--- config.mk ---
export PLATFORM = sky130hd
export DESIGN_NAME = ql_bus_glue
export DESIGN_NICKNAME = d
export VERILOG_FILES = /design/src/source/ql_pkg.sv /design/src/source/ql_addr_decode.sv /design/src/source/ql_read_mux.sv /design/src/source/ql_slot_arbiter.sv /design/src/source/ql_reset_gen.sv /design/src/source/ql_bus_glue.sv
export VERILOG_INCLUDE_DIRS = /design/src /design/src/source
export SDC_FILE = /design/constraint.sdc
export NUM_CORES = 1
export LEC_CHECK = 0
export BUFFER_PORTS_ARGS = -buffer_cell sky130_fd_sc_hd__buf_2
export CAP_MARGIN = 20
export CELL_PAD_IN_SITES_DETAIL_PLACEMENT = 0
export CELL_PAD_IN_SITES_GLOBAL_PLACEMENT = 1
export CORE_MARGIN = 5
export CORE_UTILIZATION = 21
export CTS_CLUSTER_SIZE = 40
export DETAILED_ROUTE_END_ITERATION = 16
export PLACE_DENSITY_LB_ADDON = 0.1
export SYNTH_ARGS = -nofsm -noshare
export SYNTH_HDL_FRONTEND = slang
export SYNTH_HIERARCHICAL = 1
export SYNTH_SLANG_ARGS = --single-unit
--- constraint.sdc ---
create_clock -name clk2 -period 1.8 [get_ports clk2]
set_clock_uncertainty 0.2 [all_clocks]
set_input_delay 0.09 -clock clk2 [delete_from_list [all_inputs] [get_ports clk2]]
set_output_delay 0.09 -clock clk2 [all_outputs]
set_load 0.005 [all_outputs]
--- src/source/ql_defs.svh ---
`ifndef QL_DEFS_SVH
`define QL_DEFS_SVH

// --------------------
// bus widths
// --------------------
`define QL_CPU_AW        20        // 68008 style 1MB address space
`define QL_SDRAM_AW      25        // sdram word address
`define QL_VIDEO_AW      19        // zx8301 word address
`define QL_DW            16        // cpu and sdram data
`define QL_DIO_IW        5         // download index from data io

// reset stretch counter, all ones gives 4095 cycles
`define QL_RESET_CNT_W   12

// --------------------
// address fields
// --------------------
`define QL_IO_PAGE       6'd6      // $18000-$1bfff, bits 19:14
`define QL_QIMI_PAGE     6'h3f     // qimi mouse at $1bfxx, bits 13:8
`define QL_QLSD_REG      16'hfee4  // only ql-sd register that returns data

// download index values
`define QL_DL_ROM0       5'd0      // system rom
`define QL_DL_MDV1       5'd1      // microdrive 1 image
`define QL_DL_MDV2       5'd2      // microdrive 2 image
`define QL_DL_ROM3       5'd3      // alternate rom

`endif

--- src/source/ql_pkg.sv ---
`default_nettype none

package ql_pkg;

	// memory map view of a cpu address
	typedef struct packed {
		logic [3:0]  region;  // 64k region, bits 19:16
		logic        bank;    // bit 15
		logic [14:0] offset;  // bits 14:0
	} ql_mem_addr_t;

	// io view, only the bits the io decode looks at are named
	typedef struct packed {
		logic [5:0] io_page;  // bits 19:14
		logic [5:0] io_sub;   // bits 13:8
		logic       pad7;
		logic       a6;       // zx8301 / zx8302 split
		logic       a5;
		logic [2:0] pad4_2;
		logic       a1;
		logic       a0;
	} ql_io_addr_t;

	// one cpu address, decoded both ways
	typedef union packed {
		ql_mem_addr_t mem;
		ql_io_addr_t  io;
	} ql_addr_u;

	// tg68k busstate encoding
	typedef enum logic [1:0] {
		BS_FETCH = 2'b00,  // code fetch
		BS_IDLE  = 2'b01,  // no memory access
		BS_READ  = 2'b10,  // data read
		BS_WRITE = 2'b11   // data write
	} ql_busstate_e;

endpackage

`default_nettype wire

--- src/source/ql_addr_decode.sv ---
`timescale 1ns/1ns
`default_nettype none

`include "ql_defs.svh"

module ql_addr_decode
	import ql_pkg::*;
(
	input  ql_addr_u     cpu_addr,
	input  ql_busstate_e cpu_busstate,
	input  logic         cpu_rw,        // low on write
	input  logic         cpu_uds_n,
	input  logic         cpu_lds_n,
	input  logic         ram_640k,      // expansion ram enabled
	input  logic         video_cycle,   // current slot belongs to video
	output logic         cpu_rd,
	output logic         cpu_wr,
	output logic         cpu_lds,
	output logic         cpu_uds,
	output logic         cpu_rom,
	output logic         cpu_ram,
	output logic         cpu_mem,
	output logic         cpu_io,
	output logic         zx8301_cs,
	output logic         zx8302_sel,
	output logic         qimi_sel,
	output logic         qlsd_rd
);

	logic cpu_act;   // any bus activity
	logic cpu_bram;  // base ram hit
	logic cpu_xram;  // expansion ram hit
	logic cpu_cycle; // cpu owns this slot

	// --------------------
	// bus state
	// --------------------
	assign cpu_rd  = (cpu_busstate == BS_FETCH) || (cpu_busstate == BS_READ);
	assign cpu_wr  = (cpu_busstate == BS_WRITE) && !cpu_rw;
	assign cpu_uds = !cpu_uds_n;
	assign cpu_lds = !cpu_lds_n;
	assign cpu_act = cpu_rd || cpu_wr;

	assign cpu_cycle = !video_cycle;

	// --------------------
	// memory map
	// --------------------
	assign cpu_rom  = cpu_act && (cpu_addr.mem.region == 4'h0);       // 64k rom at $0
	assign cpu_bram = cpu_act && (cpu_addr.mem.region[3:1] == 3'b001); // 128k at $20000
	// regions 4..b, 512k at $40000
	assign cpu_xram = cpu_act && ram_640k &&
		(cpu_addr.mem.region >= 4'h4) && (cpu_addr.mem.region <= 4'hb);
	assign cpu_ram  = cpu_bram || cpu_xram;
	assign cpu_mem  = cpu_ram || cpu_rom;     // anything served by sdram
	assign cpu_io   = cpu_act && (cpu_addr.io.io_page == `QL_IO_PAGE);

	// --------------------
	// io selects
	// --------------------
	assign qimi_sel   = cpu_io && (cpu_addr.io.io_sub == `QL_QIMI_PAGE);
	assign zx8302_sel = cpu_cycle && cpu_io && !cpu_addr.io.a6;

	// zx8301 only has the write-only mode register at $18063
	assign zx8301_cs  = cpu_cycle && cpu_io &&
		cpu_addr.io.a6 && cpu_addr.io.a5 && cpu_addr.io.a1 &&
		cpu_wr && cpu_lds;

	// ql-sd sits in the rom area, one readable register
	assign qlsd_rd = cpu_rom &&
		({cpu_addr.mem.bank, cpu_addr.mem.offset} == `QL_QLSD_REG);

endmodule

`default_nettype wire

--- src/source/ql_read_mux.sv ---
`timescale 1ns/1ns
`default_nettype none

`include "ql_defs.svh"

module ql_read_mux
	import ql_pkg::*;
(
	input  ql_addr_u                 cpu_addr,
	input  logic                     qlsd_rd,
	input  logic                     cpu_mem,
	input  logic                     cpu_io,
	input  logic                     qimi_sel,
	input  logic [`QL_DW-1:0]        sdram_dout,
	input  logic [`QL_DW-1:0]        zx8302_dout,
	input  logic [`QL_DW/2-1:0]      qimi_data,   // byte wide device
	input  logic [`QL_DW/2-1:0]      qlsd_dout,   // byte wide device
	output logic [`QL_DW-1:0]        cpu_din
);

	logic [`QL_DW-1:0] io_dout;

	// io space read data
	always_comb begin
		if (qimi_sel)
			io_dout = {qimi_data, qimi_data};  // byte on both lanes
		else if (!cpu_addr.io.a6)
			io_dout = zx8302_dout;
		else
			io_dout = '0;                      // zx8301 is write only
	end

	// --------------------
	// cpu data in
	// --------------------
	always_comb begin
		if (qlsd_rd)
			cpu_din = {qlsd_dout, qlsd_dout};  // overlays the rom
		else if (cpu_mem)
			cpu_din = sdram_dout;
		else if (cpu_io)
			cpu_din = io_dout;
		else
			cpu_din = '1;                      // open bus
	end

endmodule

`default_nettype wire

--- src/source/ql_slot_arbiter.sv ---
`timescale 1ns/1ns
`default_nettype none

`include "ql_defs.svh"

module ql_slot_arbiter
	import ql_pkg::*;
(
	input  logic                     clk2,
	input  logic                     rst_n,
	input  logic [`QL_CPU_AW-1:0]    cpu_addr,
	input  logic [`QL_DW-1:0]        cpu_dout,
	input  logic                     cpu_uds,
	input  logic                     cpu_lds,
	input  logic                     cpu_rd,
	input  logic                     cpu_wr,
	input  logic                     cpu_ram,
	input  logic                     cpu_mem,
	input  ql_busstate_e             cpu_busstate,
	input  logic                     dio_download,
	input  logic [`QL_SDRAM_AW-1:0]  dio_addr,
	input  logic [`QL_DW-1:0]        dio_data,
	input  logic                     dio_write,
	input  logic [`QL_VIDEO_AW-1:0]  video_addr,
	input  logic                     video_rd,
	input  logic                     mdv_read,
	input  logic                     mdv2_read,
	input  logic                     mdv_seldrive,  // 1 selects mdv2
	input  logic [`QL_SDRAM_AW-1:0]  mdv_addr,
	input  logic [`QL_SDRAM_AW-1:0]  mdv2_addr,
	input  logic                     ram_delay_dtack,
	output logic                     video_cycle,
	output logic                     cpu_enable,
	output logic [`QL_SDRAM_AW-1:0]  sdram_addr,
	output logic                     sdram_wr,
	output logic                     sdram_oe,
	output logic                     sdram_uds,
	output logic                     sdram_lds,
	output logic [`QL_DW-1:0]        sdram_din
);

	logic                    cpu_idle;
	logic                    mdv_any;    // either drive wants the slot
	logic [`QL_SDRAM_AW-1:0] vid_addr;   // video slot request
	logic                    vid_oe;
	logic [`QL_SDRAM_AW-1:0] sys_addr;   // cpu / download slot request
	logic                    sys_wr;
	logic                    sys_oe;
	logic                    sys_uds;
	logic                    sys_lds;

	assign cpu_idle = (cpu_busstate == BS_IDLE);

	// --------------------
	// slot toggle
	// --------------------
	always_ff @(posedge clk2 or negedge rst_n) begin
		if (!rst_n)
			video_cycle <= 1'b0;  // cpu gets the first slot
		else
			video_cycle <= !video_cycle;
	end

	// microdrive steals the video slot, one drive at a time
	assign mdv_any  = mdv_read || mdv2_read;
	assign vid_addr = mdv_any ? (mdv_seldrive ? mdv2_addr : mdv_addr) :
		{{(`QL_SDRAM_AW-`QL_VIDEO_AW){1'b0}}, video_addr};
	assign vid_oe   = mdv_any || video_rd;

	// download owns the cpu slot while it runs
	assign sys_addr = dio_download ? dio_addr :
		{{(`QL_SDRAM_AW-`QL_CPU_AW+1){1'b0}}, cpu_addr[`QL_CPU_AW-1:1]};  // word address
	assign sys_wr   = dio_download ? dio_write : (cpu_wr && cpu_ram);
	assign sys_oe   = dio_download ? 1'b0 : (cpu_rd && cpu_mem);
	assign sys_uds  = dio_download || cpu_uds;
	assign sys_lds  = dio_download || cpu_lds;

	// --------------------
	// sdram request
	// --------------------
	assign sdram_addr = video_cycle ? vid_addr : sys_addr;
	assign sdram_wr   = video_cycle ? 1'b0 : sys_wr;      // video never writes
	assign sdram_oe   = video_cycle ? vid_oe : sys_oe;
	assign sdram_uds  = video_cycle || sys_uds;
	assign sdram_lds  = video_cycle || sys_lds;
	assign sdram_din  = dio_download ? dio_data : cpu_dout;

	// cpu runs in its own slot, or when it does not touch the bus
	always_ff @(posedge clk2 or negedge rst_n) begin
		if (!rst_n)
			cpu_enable <= 1'b0;
		else
			cpu_enable <= ((!video_cycle && !dio_download) || cpu_idle) && !ram_delay_dtack;
	end

endmodule

`default_nettype wire

--- src/source/ql_reset_gen.sv ---
`timescale 1ns/1ns
`default_nettype none

`include "ql_defs.svh"

module ql_reset_gen (
	input  logic                   clk2,
	input  logic                   rst_n,
	input  logic                   button_reset,
	input  logic                   osd_reset,
	input  logic                   dio_download,
	input  logic [`QL_DIO_IW-1:0]  dio_index,
	output logic                   sys_reset,
	output logic                   mdv_download,
	output logic                   mdv2_download
);

	logic [`QL_RESET_CNT_W-1:0] reset_cnt;
	logic                       rom_download;  // new rom restarts the machine

	// --------------------
	// download index decode
	// --------------------
	assign rom_download  = dio_download &&
		((dio_index == `QL_DL_ROM0) || (dio_index == `QL_DL_ROM3));
	assign mdv_download  = dio_download && (dio_index == `QL_DL_MDV1);
	assign mdv2_download = dio_download && (dio_index == `QL_DL_MDV2);

	// reload on any request, then count down to zero
	always_ff @(posedge clk2 or negedge rst_n) begin
		if (!rst_n)
			reset_cnt <= '1;
		else if (button_reset || osd_reset || rom_download)
			reset_cnt <= '1;
		else if (reset_cnt != '0)
			reset_cnt <= reset_cnt - 1'b1;
	end

	assign sys_reset = (reset_cnt != '0);

endmodule

`default_nettype wire

--- src/source/ql_bus_glue.sv ---
`timescale 1ns/1ns
`default_nettype none

`include "ql_defs.svh"

module ql_bus_glue
	import ql_pkg::*;
(
	input  logic                     clk2,
	input  logic                     rst_n,
	// cpu side
	input  ql_addr_u                 cpu_addr,
	input  ql_busstate_e             cpu_busstate,
	input  logic                     cpu_rw,
	input  logic                     cpu_uds_n,
	input  logic                     cpu_lds_n,
	input  logic [`QL_DW-1:0]        cpu_dout,
	output logic [`QL_DW-1:0]        cpu_din,
	output logic                     cpu_enable,
	output logic                     cpu_wr,
	output logic                     cpu_uds,
	output logic                     cpu_lds,
	output logic                     cpu_rom,   // rom read window for ql-sd
	input  logic                     ram_640k,
	// download port
	input  logic                     dio_download,
	input  logic [`QL_DIO_IW-1:0]    dio_index,
	input  logic [`QL_SDRAM_AW-1:0]  dio_addr,
	input  logic [`QL_DW-1:0]        dio_data,
	input  logic                     dio_write,
	// video and microdrive
	input  logic [`QL_VIDEO_AW-1:0]  video_addr,
	input  logic                     video_rd,
	input  logic                     mdv_read,
	input  logic                     mdv2_read,
	input  logic                     mdv_seldrive,
	input  logic [`QL_SDRAM_AW-1:0]  mdv_addr,
	input  logic [`QL_SDRAM_AW-1:0]  mdv2_addr,
	output logic                     video_cycle,
	output logic                     mdv_download,
	output logic                     mdv2_download,
	// device read data and selects
	input  logic [`QL_DW-1:0]        sdram_dout,
	input  logic [`QL_DW-1:0]        zx8302_dout,
	input  logic [`QL_DW/2-1:0]      qimi_data,
	input  logic [`QL_DW/2-1:0]      qlsd_dout,
	output logic                     zx8301_cs,
	output logic                     zx8302_sel,
	output logic                     qimi_sel,
	output logic                     qlsd_rd,
	// sdram request
	output logic [`QL_SDRAM_AW-1:0]  sdram_addr,
	output logic                     sdram_wr,
	output logic                     sdram_oe,
	output logic                     sdram_uds,
	output logic                     sdram_lds,
	output logic [`QL_DW-1:0]        sdram_din,
	// reset
	input  logic                     ram_delay_dtack,
	input  logic                     button_reset,
	input  logic                     osd_reset,
	output logic                     sys_reset
);

	// --------------------
	// decoder results
	// --------------------
	logic cpu_rd;
	logic cpu_ram;
	logic cpu_mem;
	logic cpu_io;

	ql_addr_decode u_addr_decode (
		.cpu_addr     (cpu_addr),
		.cpu_busstate (cpu_busstate),
		.cpu_rw       (cpu_rw),
		.cpu_uds_n    (cpu_uds_n),
		.cpu_lds_n    (cpu_lds_n),
		.ram_640k     (ram_640k),
		.video_cycle  (video_cycle),
		.cpu_rd       (cpu_rd),
		.cpu_wr       (cpu_wr),
		.cpu_lds      (cpu_lds),
		.cpu_uds      (cpu_uds),
		.cpu_rom      (cpu_rom),
		.cpu_ram      (cpu_ram),
		.cpu_mem      (cpu_mem),
		.cpu_io       (cpu_io),
		.zx8301_cs    (zx8301_cs),
		.zx8302_sel   (zx8302_sel),
		.qimi_sel     (qimi_sel),
		.qlsd_rd      (qlsd_rd)
	);

	ql_read_mux u_read_mux (
		.cpu_addr    (cpu_addr),
		.qlsd_rd     (qlsd_rd),
		.cpu_mem     (cpu_mem),
		.cpu_io      (cpu_io),
		.qimi_sel    (qimi_sel),
		.sdram_dout  (sdram_dout),
		.zx8302_dout (zx8302_dout),
		.qimi_data   (qimi_data),
		.qlsd_dout   (qlsd_dout),
		.cpu_din     (cpu_din)
	);

	// video and cpu/download share the single sdram port
	ql_slot_arbiter u_slot_arbiter (
		.clk2            (clk2),
		.rst_n           (rst_n),
		.cpu_addr        (cpu_addr),
		.cpu_dout        (cpu_dout),
		.cpu_uds         (cpu_uds),
		.cpu_lds         (cpu_lds),
		.cpu_rd          (cpu_rd),
		.cpu_wr          (cpu_wr),
		.cpu_ram         (cpu_ram),
		.cpu_mem         (cpu_mem),
		.cpu_busstate    (cpu_busstate),
		.dio_download    (dio_download),
		.dio_addr        (dio_addr),
		.dio_data        (dio_data),
		.dio_write       (dio_write),
		.video_addr      (video_addr),
		.video_rd        (video_rd),
		.mdv_read        (mdv_read),
		.mdv2_read       (mdv2_read),
		.mdv_seldrive    (mdv_seldrive),
		.mdv_addr        (mdv_addr),
		.mdv2_addr       (mdv2_addr),
		.ram_delay_dtack (ram_delay_dtack),
		.video_cycle     (video_cycle),
		.cpu_enable      (cpu_enable),
		.sdram_addr      (sdram_addr),
		.sdram_wr        (sdram_wr),
		.sdram_oe        (sdram_oe),
		.sdram_uds       (sdram_uds),
		.sdram_lds       (sdram_lds),
		.sdram_din       (sdram_din)
	);

	ql_reset_gen u_reset_gen (
		.clk2          (clk2),
		.rst_n         (rst_n),
		.button_reset  (button_reset),
		.osd_reset     (osd_reset),
		.dio_download  (dio_download),
		.dio_index     (dio_index),
		.sys_reset     (sys_reset),
		.mdv_download  (mdv_download),
		.mdv2_download (mdv2_download)
	);

endmodule

`default_nettype wire

After elaboration in Yosys (flattened, before gate mapping)
Cells that the tools add are included.
{ "classes": {"muxes": 16, "n_reduce_logical": 49, "n_eq_ne": 10, "n_lt_le_gt_ge": 2, "addsub": 1} }
{ "ops": {"columns": ["cell", "count"], "rows": [
  ["25-bit 2-to-1 mux", 4],
  ["16-bit 2-to-1 mux", 6],
  ["12-bit 2-to-1 mux", 2],
  ["1-bit logical AND", 23],
  ["16-bit equality test, second input constant", 1],
  ["1-bit logical OR", 14],
  ["12-bit nonzero test", 1],
  ["12-bit by 1-bit subtractor with 12-bit output, second input constant", 1],
  ["5-bit by 2-bit equality test with 1-bit output, second input constant", 2],
  ["1-bit zero test", 7],
  ["6-bit by 3-bit equality test with 1-bit output, second input constant", 1],
  ["6-bit equality test, second input constant", 1],
  ["5-bit by 1-bit equality test with 1-bit output, second input constant", 1],
  ["5-bit zero test", 1],
  ["2-bit equality test, second input constant", 2],
  ["4-bit by 3-bit >= comparator with 1-bit output, second input constant", 1],
  ["4-bit less-or-equal comparator, second input constant", 1],
  ["4-bit zero test", 1],
  ["1-bit 2-to-1 mux", 4],
  ["3-bit by 1-bit equality test with 1-bit output, second input constant", 1],
  ["2-bit by 1-bit equality test with 1-bit output, second input constant", 1],
  ["2-bit zero test", 1],
  ["2-bit nonzero test", 1]
]} }
{ "word_totals": {"output_inout_bits": 74, "in_bits": 216, "register_bits": 14, "wordCells": 81} }

Depth between registers and ports, before layout
Gate-level depths: netlist of the first run.
{ "logic_depth": {"ltp_word": 11, "depth_mapped": 8, "ltp_nobuf": 6} }

Hierarchy
Netlist of the first run, hierarchy kept.
{ "modules_own_cells": {"columns": ["mod", "area_per_inst_um2", "seq_area_each_um2", "cells_per_inst", "instances"], "rows": [
  ["ql_slot_arbiter", 1227.4, 50.0, 165, 1],
  ["ql_reset_gen", 762.0, 315.3, 67, 1],
  ["ql_read_mux", 575.6, 0.0, 66, 1],
  ["ql_addr_decode", 214.0, 0.0, 34, 1]
]} }

Worst setup path before layout of the first run
OpenSTA, ideal clock, no wires.
{ "synth_path": {"path_kind": "in2out", "start": "in cpu_addr[19] in the netlist's numbering", "end": "out cpu_din[14]", "path_slack_ps": -255, "t_arrival_ps": 1765, "path_buffers": 2, "t_required_ps": 1510, "stages": 8, "cell_sequence": "or4b_1 -> a211o_1 -> nor2_1 -> buf_6 -> nor2_8 -> buf_6 -> a221oi_2 -> o31ai_1"} }
{ "synth_via": {"elab_chain_cells": 7, "elab_cells_between_ends": 18, "cone_classes": "2 x order compare; 2 x eq/ne; 4 x mux; 10 x reduce/logical"} }
{ "synth_rtl": {"columns": ["item", "line", "text"], "rows": [
  ["from (decl)", "ql_bus_glue.sv:12", "input ql_addr_u cpu_addr,"],
  ["6-bit by 3-bit equality test with 1-bit output (no source line)", null, null],
  ["1-bit logical AND", "ql_addr_decode.sv:56", "assign cpu_io = cpu_act && (cpu_addr.io.io_page == `QL_IO_PAGE);"],
  ["1-bit logical AND", "ql_addr_decode.sv:61", "assign qimi_sel = cpu_io && (cpu_addr.io.io_sub == `QL_QIMI_PAGE);"],
  ["net qimi_sel", "ql_bus_glue.sv:49", "output logic qimi_sel,"],
  ["16-bit 2-to-1 mux", "ql_read_mux.sv:25", "if (qimi_sel)"],
  ["16-bit 2-to-1 mux", "ql_read_mux.sv:41", "else if (cpu_io)"],
  ["16-bit 2-to-1 mux", "ql_read_mux.sv:39", "else if (cpu_mem)"],
  ["16-bit 2-to-1 mux", "ql_read_mux.sv:37", "if (qlsd_rd)"],
  ["to (decl)", "ql_bus_glue.sv:18", "output logic [`QL_DW-1:0] cpu_din,"]
]} }
The timed path passes the listed nets, and every way through them passes these cells.

Worst setup path after layout of the first run
{ "layout_path": {"start": "in cpu_addr[18] in the netlist's numbering", "end": "out cpu_din[0]"} }
{ "layout_via": {"elab_chain_cells": 7, "elab_cells_between_ends": 18, "cone_classes": "2 x order compare; 2 x eq/ne; 4 x mux; 10 x reduce/logical"} }
{ "layout_rtl": {"columns": ["item", "line"], "rows": [
  ["4-bit by 3-bit >= comparator with 1-bit output / 6-bit by 3-bit equality test with 1-bit output (equally long branches)", null],
  ["1-bit logical AND, on equally long branches", "ql_addr_decode.sv:52, ql_addr_decode.sv:56"],
  ["1-bit logical AND, on equally long branches", "ql_addr_decode.sv:53, ql_addr_decode.sv:61"],
  ["1-bit logical OR / 16-bit 2-to-1 mux (equally long branches)", "ql_addr_decode.sv:54, ql_read_mux.sv:25"],
  ["1-bit logical OR / 16-bit 2-to-1 mux (equally long branches)", "ql_addr_decode.sv:55, ql_read_mux.sv:41"],
  ["16-bit 2-to-1 mux", "ql_read_mux.sv:39"],
  ["16-bit 2-to-1 mux (*)", "ql_read_mux.sv:37"]
]} }
Every way passes the cells marked *; elsewhere a longest branch is shown, timed or not.

==> results of run 1 <==
-- synth_stat cells, types with 2 or more instances --
| cell type | instances |
|---|---|
| mux2_2 | 16 |
| buf_6 | 5 |
| clkbuf_2 | 2 |
| and2b_1 | 6 |
| a31oi_1 | 3 |
| a211oi_1 | 19 |
| a31o_1 | 2 |
| o22ai_1 | 19 |
| nor4_4 | 2 |
| buf_12 | 2 |
| and4_1 | 2 |
| nor2_1 | 12 |
| nor2b_2 | 6 |
| and2_1 | 2 |
| a221oi_2 | 10 |
| dfstp_2 | 12 |
| nor2b_1 | 24 |
| and3_1 | 3 |
| a21oi_1 | 4 |
| o31ai_1 | 17 |
| nand4_1 | 2 |
| o21ai_1 | 11 |
| dfrtp_1 | 2 |
| nand2b_1 | 3 |
| nor3b_1 | 2 |
| clkbuf_1 | 6 |
| o21ai_0 | 23 |
| nand3b_1 | 4 |
| buf_2 | 5 |
| nor3_1 | 2 |
| nor3_2 | 2 |
| a221oi_1 | 6 |
| mux2i_1 | 27 |
| xor2_1 | 2 |
| buf_4 | 2 |
| ha_1 | 2 |
| a211o_1 | 2 |
| inv_1 | 11 |
| nand2_1 | 21 |
| or3_1 | 2 |
-- timing repair --
| action | CTS | global route |
|---|---|---|
| hold endpoints to repair | 15 | 0 |
| gates resized for setup | 17 | 23 |
| pin swaps | 21 | 16 |
| setup endpoints to repair | 17 | 36 |
| hold buffers | 3 | 0 |
| setup buffers | 10 | 7 |
| gates cloned | 1 | 0 |
-- stage by stage --
stage / hold slack (ps) / setup slack, ps / instance area [um2]
after global routing: 105 / -536 / 5050
after detailed placement: -181 / -472 / 4610
final: 75.8 / -392 / 5060
after CTS: 77.4 / -460 / 4870
after global placement: -191 / -427 / 4610
after floorplan: -406 / -190 / 2790
-- flip-flops by register name, summed over array words and instances, names as in the netlist --
signal / flops
u_reset_gen/reset_cnt: 12
u_slot_arbiter/cpu_enable: 1
u_slot_arbiter/video_cycle: 1
-- power by group through the flow --
stage          logic, mW  clock network [mW]  registers [mW]
2_1_floorplan      0.317                   0           0.330
3_3_place_gp       0.768                   0           0.328
3_5_place_dp       0.774                   0           0.328
4_1_cts            0.791               0.437           0.324
5_1_grt            0.886               0.457           0.325
6_report           0.800               0.429           0.324
-- layout make-up --
class                           count  area [um2]
Antenna cell                        7        17.5
Multi-Input combinational cell    283        2350
Tap cell                          176         220
Fill cell                        1410        8030
Sequential cell                    14         365
Clock buffer                        4        78.8
Timing Repair Buffer              341        1980
Inverter                           11        41.3
-- worst reg2reg max path: cells and delay by family (launching register included) --
family | cells | cell delay, ps
AO/OA/AOI/OAI | 2 | 290
flip-flops | 1 | 370
adder cells (fa/ha/maj) | 1 | 130
buffers and inverters | 3 | 410
AND/OR/NAND/NOR | 2 | 310
-- routing by layer --
layer	global-route usage, %	vias up	wire, um
met4	4.53	2	257
met3	5.54	20	1200
li1	-	1939	-
met1	20.3	1757	5600
met2	31.4	166	7350
met5	0	-	7
-- placed cells by master, fill, tap and decap left out, types with 12 or more instances in the layout --
cell type	count
a221oi_2	14
buf_2	286
o21ai_0	23
mux2_2	16
nor2b_1	23
mux2i_1	27
o31ai_1	15
buf_6	12
buf_4	33
o22ai_1	19
dfstp_2	12
a211oi_1	19
nand2_1	20
-- kinds of logic after synthesis --
logic type,share of synthesized area (%)
mux,16.2
xor+xnor,0.946
compound gates,33.1
flops,13.1
fa+ha+maj,0.900
simple gates,27.0
buf+inv,8.69
-- how the worst min path moves through the flow --
| stage | to | slack, ps | cells past startpoint |
|---|---|---|---|
| CTS | u_reset_gen/reset_cnt[10] | 80 | 4 |
| global route | u_reset_gen/reset_cnt[6] | 110 | 4 |
| finish | u_reset_gen/reset_cnt[6] | 80 | 4 |
| floorplan | u_slot_arbiter/cpu_enable | -410 | 0 |
| global placement | u_slot_arbiter/cpu_enable | -190 | 1 |
| detailed placement | u_slot_arbiter/cpu_enable | -180 | 1 |
==> flow_summary.yaml, run 1 <==
placement:
  gp_congestion: 0.802
  portBuffers: 289
  place_inst: 806
  post-dp-hpwl_um: 12200
synth:
  yosysUniqueCellTypes: 67
  synth-async-reset-ratio_pct: 100
  synth_edf_count: 0
  syn-cell-area_um2: 2780
  yosys-top-cells-area: "dfstp_2, mux2i_1, mux2_2"
  synth_seq_cells: 14
  syn_inst: 332
  synth_flop_cell: "dfstp_2"
  yosys_warnings: 6
  yosysTopAreaCell: "dfstp_2"
  syn_avg_cell_area_um2: 8.37
  synth_nets: 550
  seq_area_frac_synth_pct: 13.1
  synth_top_cell_area_share_pct: 11.3
timing:
  hold_viol: 0
  max_freq_mhz: 456
  timing.final.ws_setup_ps: -392
  slew_violations: 0
  fin_crit_sh_pct: 122
  setup_tns_ps: -5350
  setup_violations: 17
  worst_pin_slew_ps: 407
  rsz0062_at_grt: "true"
  period_minus_slack_ps: 2190
  relSlewSlack_pct: 72.7
run_status:
  violations: "negative setup slack"
  outcome: "complete, but fails checks"
global_routing:
  grt_use_total_pct: 17.6
  grt.overflow.total: 0
  grt_max_degree: 43
  antenna_found_initial: 7
  grt_pass1_wl_um: 22800
  grt_pass1_vias: 4241
final_layout:
  drive_above_1_share_pct: 64.6
  synthToLayoutAreaGrowth_pct: 82.0
  nets: 872
  stdcell_count: 836
  final_core_util_pct: 38.6
power:
  switching_share_pct: 31.1
  power_frac_seq_pct: 20.9
  total_leakage_power_nw: 2.54
  total_power_mw: 1.55
  peakVddDrop_mv: 0.392
  clockPowerShare_pct: 27.6
  share_comb_of_total_power_pct: 51.5
  p_int_mw: 1.07
  power_switching_mw: 0.482
  powerDensity_nw_per_um2: 307
worst_hold_path:
  holdCritStartpoint: "button_reset"
  hold_class: "in -> reg"
clocking:
  clkLatencyLatePin_ps: 240
  cts_max_level: 1
  cts_made_buffers: 3
  clk_path_buf_depth: 2
  clock-sinks: 14
  cts-root-buf: "clkbuf_16"
  clkTransAtPathRegs_ps: 50
  cts_tree: "built"
worst_setup_path:
  startpoint: "cpu_addr[18]"
  arrival_ps: 1900
  rr_endpoint: "u_reset_gen/reset_cnt[5]"
  cpMaxStageDelayCell: "or4b_4"
  timing.critical_path.mode_cell: "buf_12"
  crit_type: "in -> out"
  worstRegToRegCells: 8
  regToRegStartpoint: "u_reset_gen/reset_cnt[1]"
  critPathMaxStageDelay_ps: 530
  cp-start-kind: "input port"
  path_max_fanout: 4
  crit_path_end_kind: "output port"
  crit_buf_inv: 5
  required_ps: 1510
  cp-endpoint: "cpu_din[0]"
  r2r_slack_ps: 0
  cp.depth: 10
  critical_path.top_delay_family: "simple AND/OR/NAND/NOR gates"
  path_cells: "buf_6, or4b_4, a211o_1, nor2_2, buf_12, buf_12, buf_4, a221oi_2, o31ai_2, buf_2"
drt:
  dr_total_vias: 3884
  vias_per_cell: 4.65
  drt_pass1_iterations: 4
  routed_wl_um: 14400
  wl_per_cell_um: 17.2
  drtIter0Drc: 104
  drc: 0
  detail-route-antenna-nets: 0
flow_run:
  drv_cap: 0
floorplanning:
  dieArea_um2: 15600
  core.rowCount: 42
  die_w_um: 125
  io_pins: 290
  die_h_um: 125
  core-area_um2: 13100
  start_util_pct: 21.2
(Power assumes the default switching activity.)
==> run 2: changes to the inputs <==
Settings changed: PLACE_DENSITY set to 0.75, PLACE_DENSITY_LB_ADDON 0.1 to not set.
==> flow_summary.yaml, run 2 (synthesized netlist as in run 1, its figures left out) <==
worst_hold_path:
  whs_path_depth: 3
  hold-path-endpoint: "u_slot_arbiter/cpu_enable"
  holdCritStartpoint: "cpu_busstate[0]"
  hold_class: "in -> reg"
floorplanning:
  start_util_pct: 21.2
  core.rowCount: 42
  die_h_um: 125
  dieArea_um2: 15600
  core-area_um2: 13100
  die_w_um: 125
  io_pins: 290
clocking:
  cts-root-buf: "clkbuf_16"
  cts_tree: "built"
  clock-sinks: 14
  clk_path_buf_depth: 2
  cts_max_level: 1
  clkTransAtPathRegs_ps: 50
  cts_made_buffers: 3
  clkLatencyLatePin_ps: 240
drt:
  drc: 0
  detail-route-antenna-nets: 0
  vias_per_cell: 4.79
  routed_wl_um: 14000
  drt_pass1_iterations: 4
  dr_total_vias: 3939
  wl_per_cell_um: 17.0
  drtIter0Drc: 163
power:
  peakVddDrop_mv: 0.237
  powerDensity_nw_per_um2: 316
  total_leakage_power_nw: 2.47
timing:
  fin_crit_sh_pct: 120
  max_freq_mhz: 464
  worst_pin_slew_ps: 497
  period_minus_slack_ps: 2150
  relSlewSlack_pct: 66.9
  hold_viol: 0
  timing.final.ws_setup_ps: -353
  setup_violations: 18
  slew_violations: 0
  rsz0062_at_grt: "true"
worst_setup_path:
  worstRegToRegCells: 6
  required_ps: 1510
  arrival_ps: 1860
  crit_path_end_kind: "output port"
  crit_type: "in -> out"
  regToRegStartpoint: "u_reset_gen/reset_cnt[1]"
  path_max_fanout: 8
  r2r_slack_ps: 10
  rr_endpoint: "u_reset_gen/reset_cnt[3]"
  cp-start-kind: "input port"
global_routing:
  grt_max_degree: 43
  grt_pass1_vias: 4140
  grt.overflow.total: 0
  grt_use_total_pct: 16.1
  grt_pass1_wl_um: 21200
  antenna_found_initial: 2
final_layout:
  num_antenna_cells: 0
  regMostFlops: "u_reset_gen/reset_cnt"
  final_cell_mix: "buf_2, buf_4, mux2i_1"
  stdcell_count: 823
  nets: 866
  synthToLayoutAreaGrowth_pct: 82.4
  final_common_cell: "buf_2"
  reg.largest.list: "u_reset_gen/reset_cnt x12, u_slot_arbiter/cpu_enable x1, u_slot_arbiter/video_cycle x1"
  largest_register_ffs: 12
  drive_above_1_share_pct: 65.2
  design_area_um2: 5070
placement:
  place_area_um2: 4560
  place_inst: 803
  gp_congestion: 0.841
  portBuffers: 289
  pre_cts_ws_ps: -474
  post-dp-hpwl_um: 11700
run_status:
  violations: "negative setup slack"
  outcome: "complete, but fails checks"
flow_run:
  drv_cap: 0
## run 2: area by class of cell
type                    instances  area (um2)
clock buffers                   4        88.8
fillers                      1369        8020
inverters                      11        41.3
multi-input cells             283        2410
flip-flops and latches         14         365
well taps                     176         220
repair buffers                335        1940
## run 2: power by group
group          internal, mW  switching, mW  leakage (nW)
clock network         0.337          0.131        0.0442
logic                 0.445          0.367          2.28
registers             0.322        0.00202         0.148
## run 2: what timing repair did
action,in CTS,in global routing
resized for setup,22,28
pin swaps,19,14
gates cloned,1,2
endpoints found under the hold margin,15,0
buffers inserted,8,4
hold buffers,2,0
setup endpoints to repair,19,33
## run 2: per-stage QoR
step / total power, mW / hold slack [ps] / setup TNS (ps) / util (%)
after floorplan: 0.647 / -406 / -2460 / -
after global placement: 1.09 / -202 / -5890 / 34.8
after CTS: 1.59 / 34.6 / -6480 / 37.2
after detailed placement: 1.10 / -193 / -6580 / 34.8
after global routing: 1.71 / 78.5 / -6880 / 38.7
final: 1.60 / 29.2 / -5390 / 38.7
## run 2: how the worst max path moves through the flow
stage,slack (ps),depth (start not counted),to,startpoint
after detailed placement,-470,9,cpu_din[11],cpu_addr[19]
final,-350,10,cpu_din[1],cpu_addr[14]
after global placement,-410,9,cpu_din[4],cpu_addr[19]
after global routing,-420,10,cpu_din[1],cpu_addr[14]
after floorplan,-190,8,cpu_din[14],cpu_addr[19]
after CTS,-430,9,cpu_din[15],cpu_addr[14]
## run 2: worst max-delay path, cell delays in order
cell and delay, ps:
buf_6 90, or4b_4 520, a211o_1 290, buf_4 160, inv_2 60, nand2b_4 70, clkbuf_16 180, a221oi_4 190
o31ai_1 90, buf_2 130
## run 2: routing by layer
metal,routed length (um),global-route usage [%],vias up
li1,-,-,1921
met1,5510,18.9,1850
met2,7220,29.6,138
met3,949,4.35,26
met4,278,3.25,4
met5,21,0,-
==> run 3: changes to the inputs <==
Settings changed: BUFFER_PORTS_ARGS -buffer_cell sky130_fd_sc_hd__buf_2 to not set, CORE_AREA set to 5 5 109 111, CORE_MARGIN 5 to not set, CORE_UTILIZATION 21 to not set, DIE_AREA set to 0 0 114 116, DONT_BUFFER_PORTS set to 1, PLACE_DENSITY 0.75 to 0.53.
==> flow_summary.yaml, run 3 (synthesized netlist as in run 1, its figures left out) <==
clocking:
  cts_tree: "built"
  clkLatencyLatePin_ps: 240
  cts-root-buf: "clkbuf_8"
  clock-sinks: 14
  cts_made_buffers: 3
  clk_path_buf_depth: 2
  cts_max_level: 1
power:
  total_leakage_power_nw: 1.33
  total_power_mw: 1.06
  peakVddDrop_mv: 0.216
  powerDensity_nw_per_um2: 299
drt:
  drc: 0
  wl_per_cell_um: 25.4
  drt_pass1_iterations: 4
  routed_wl_um: 12600
  dr_total_vias: 2921
  drtIter0Drc: 116
  vias_per_cell: 5.89
  detail-route-antenna-nets: 0
worst_setup_path:
  cp.depth: 8
  crit_type: "in -> out"
  cpMaxStageDelayCell: "or4b_4"
  critPathMaxStageDelay_ps: 520
  path_max_fanout: 7
  crit_buf_inv: 2
  worstRegToRegCells: 8
  critical_path.top_delay_family: "simple AND/OR/NAND/NOR gates"
  arrival_ps: 1780
  path_cells: "or4b_4, a211o_1, nor2_2, buf_12, nor2_8, a221oi_2, o31ai_2, buf_4"
  cp-start-kind: "input port"
  required_ps: 1510
  crit_path_end_kind: "output port"
final_layout:
  regMostFlops: "u_reset_gen/reset_cnt"
  drive_above_1_share_pct: 35.7
  largest_register_ffs: 12
  final_common_cell: "mux2i_1"
  seqCellArea_um2: 365
  multiInputGateArea_um2: 2440
  design_area_um2: 3540
  final_cell_mix: "mux2i_1, buf_4, nor2b_1, o21ai_0, nand2_1"
  synthToLayoutAreaGrowth_pct: 27.3
  nFillCells: 1116
  num_antenna_cells: 0
  reg.largest.list: "u_reset_gen/reset_cnt x12, u_slot_arbiter/cpu_enable x1, u_slot_arbiter/video_cycle x1"
  nets: 575
timing:
  timing.final.ws_setup_ps: -265
  setup_violations: 18
  setup_tns_ps: -3580
  hold_viol: 0
  slew_violations: 0
  rsz0062_at_grt: "true"
  period_minus_slack_ps: 2070
  max_freq_mhz: 484
  fin_crit_sh_pct: 115
  worst_pin_slew_ps: 694
  relSlewSlack_pct: 53.6
run_status:
  violations: "negative setup slack"
  outcome: "complete, but fails checks"
global_routing:
  antenna_found_initial: 0
  grt_max_degree: 51
  grt_use_total_pct: 17.1
  grt_pass1_wl_um: 17900
  grt.overflow.total: 0
  grt_pass1_vias: 3079
placement:
  pre_cts_ws_ps: -346
  place_area_um2: 3010
  post-dp-hpwl_um: 10100
  gp_congestion: 0.883
  portBuffers: 0
floorplanning:
  dieArea_um2: 13200
  io_pins: 290
  core-area_um2: 10700
  die_h_um: 116
  start_util_pct: 26.0
  core.rowCount: 38
  die_w_um: 114
flow_run:
  drv_cap: 0
worst_hold_path:
  hold_class: "in -> out"
  whs_path_depth: 1
==> run 3: what timing repair did <==
action | 4_1_cts | 5_1_grt
cloned | 0 | 1
hold buffers | 8 | 0
setup endpoints to repair | 17 | 29
hold endpoints to repair | 19 | 0
pin swaps | 8 | 14
gates resized for setup | 19 | 24
buffers inserted | 6 | 7
==> run 3: worst paths after layout <==
kind	start	slack, ps	endpoint
min in group asynchronous	rst_n	130	u_slot_arbiter/cpu_enable
worst max-delay path	cpu_addr[19]	-270	cpu_din[10]
worst min register to register	u_reset_gen/reset_cnt[10]	370	u_reset_gen/reset_cnt[10]
worst min-delay path	cpu_uds_n	20	cpu_uds
max in group asynchronous	rst_n	830	u_slot_arbiter/video_cycle
worst max register to register	u_reset_gen/reset_cnt[1]	-70	u_reset_gen/reset_cnt[3]
==> run 3: metrics by stage <==
stage / hold WS [ps] / instances / util [%]
after global routing: 19.9 / 496 / 33.1
after floorplan: -406 / 332 / -
after CTS: 18.4 / 488 / 30.8
after global placement: -405 / 470 / 28.1
after detailed placement: -405 / 470 / 28.1
final: 18.7 / 496 / 33.1
==> run 3: power breakdown <==
group / total [mW] / switching [mW] / internal, mW
clock network: 0.310 / 0.116 / 0.194
logic: 0.423 / 0.206 / 0.218
registers: 0.324 / 0.00249 / 0.321
total: 1.06 / 0.324 / 0.732
==> run 3: area by class of cell <==
type / count / share of cell area, %
tap: 140 / 4.95
multi-input combinational: 283 / 68.8
inverter: 11 / 1.17
clock buffer: 4 / 1.56
sequential: 14 / 10.3
timing repair buffer: 44 / 13.2
==> run 3: routing by layer <==
metal	track usage, %	vias up	wire [um]
met2	31.8	205	6380
met5	0	-	0
met3	4.49	12	1230
met4	2.77	0	126
met1	20.0	1373	4880
li1	-	1331	-
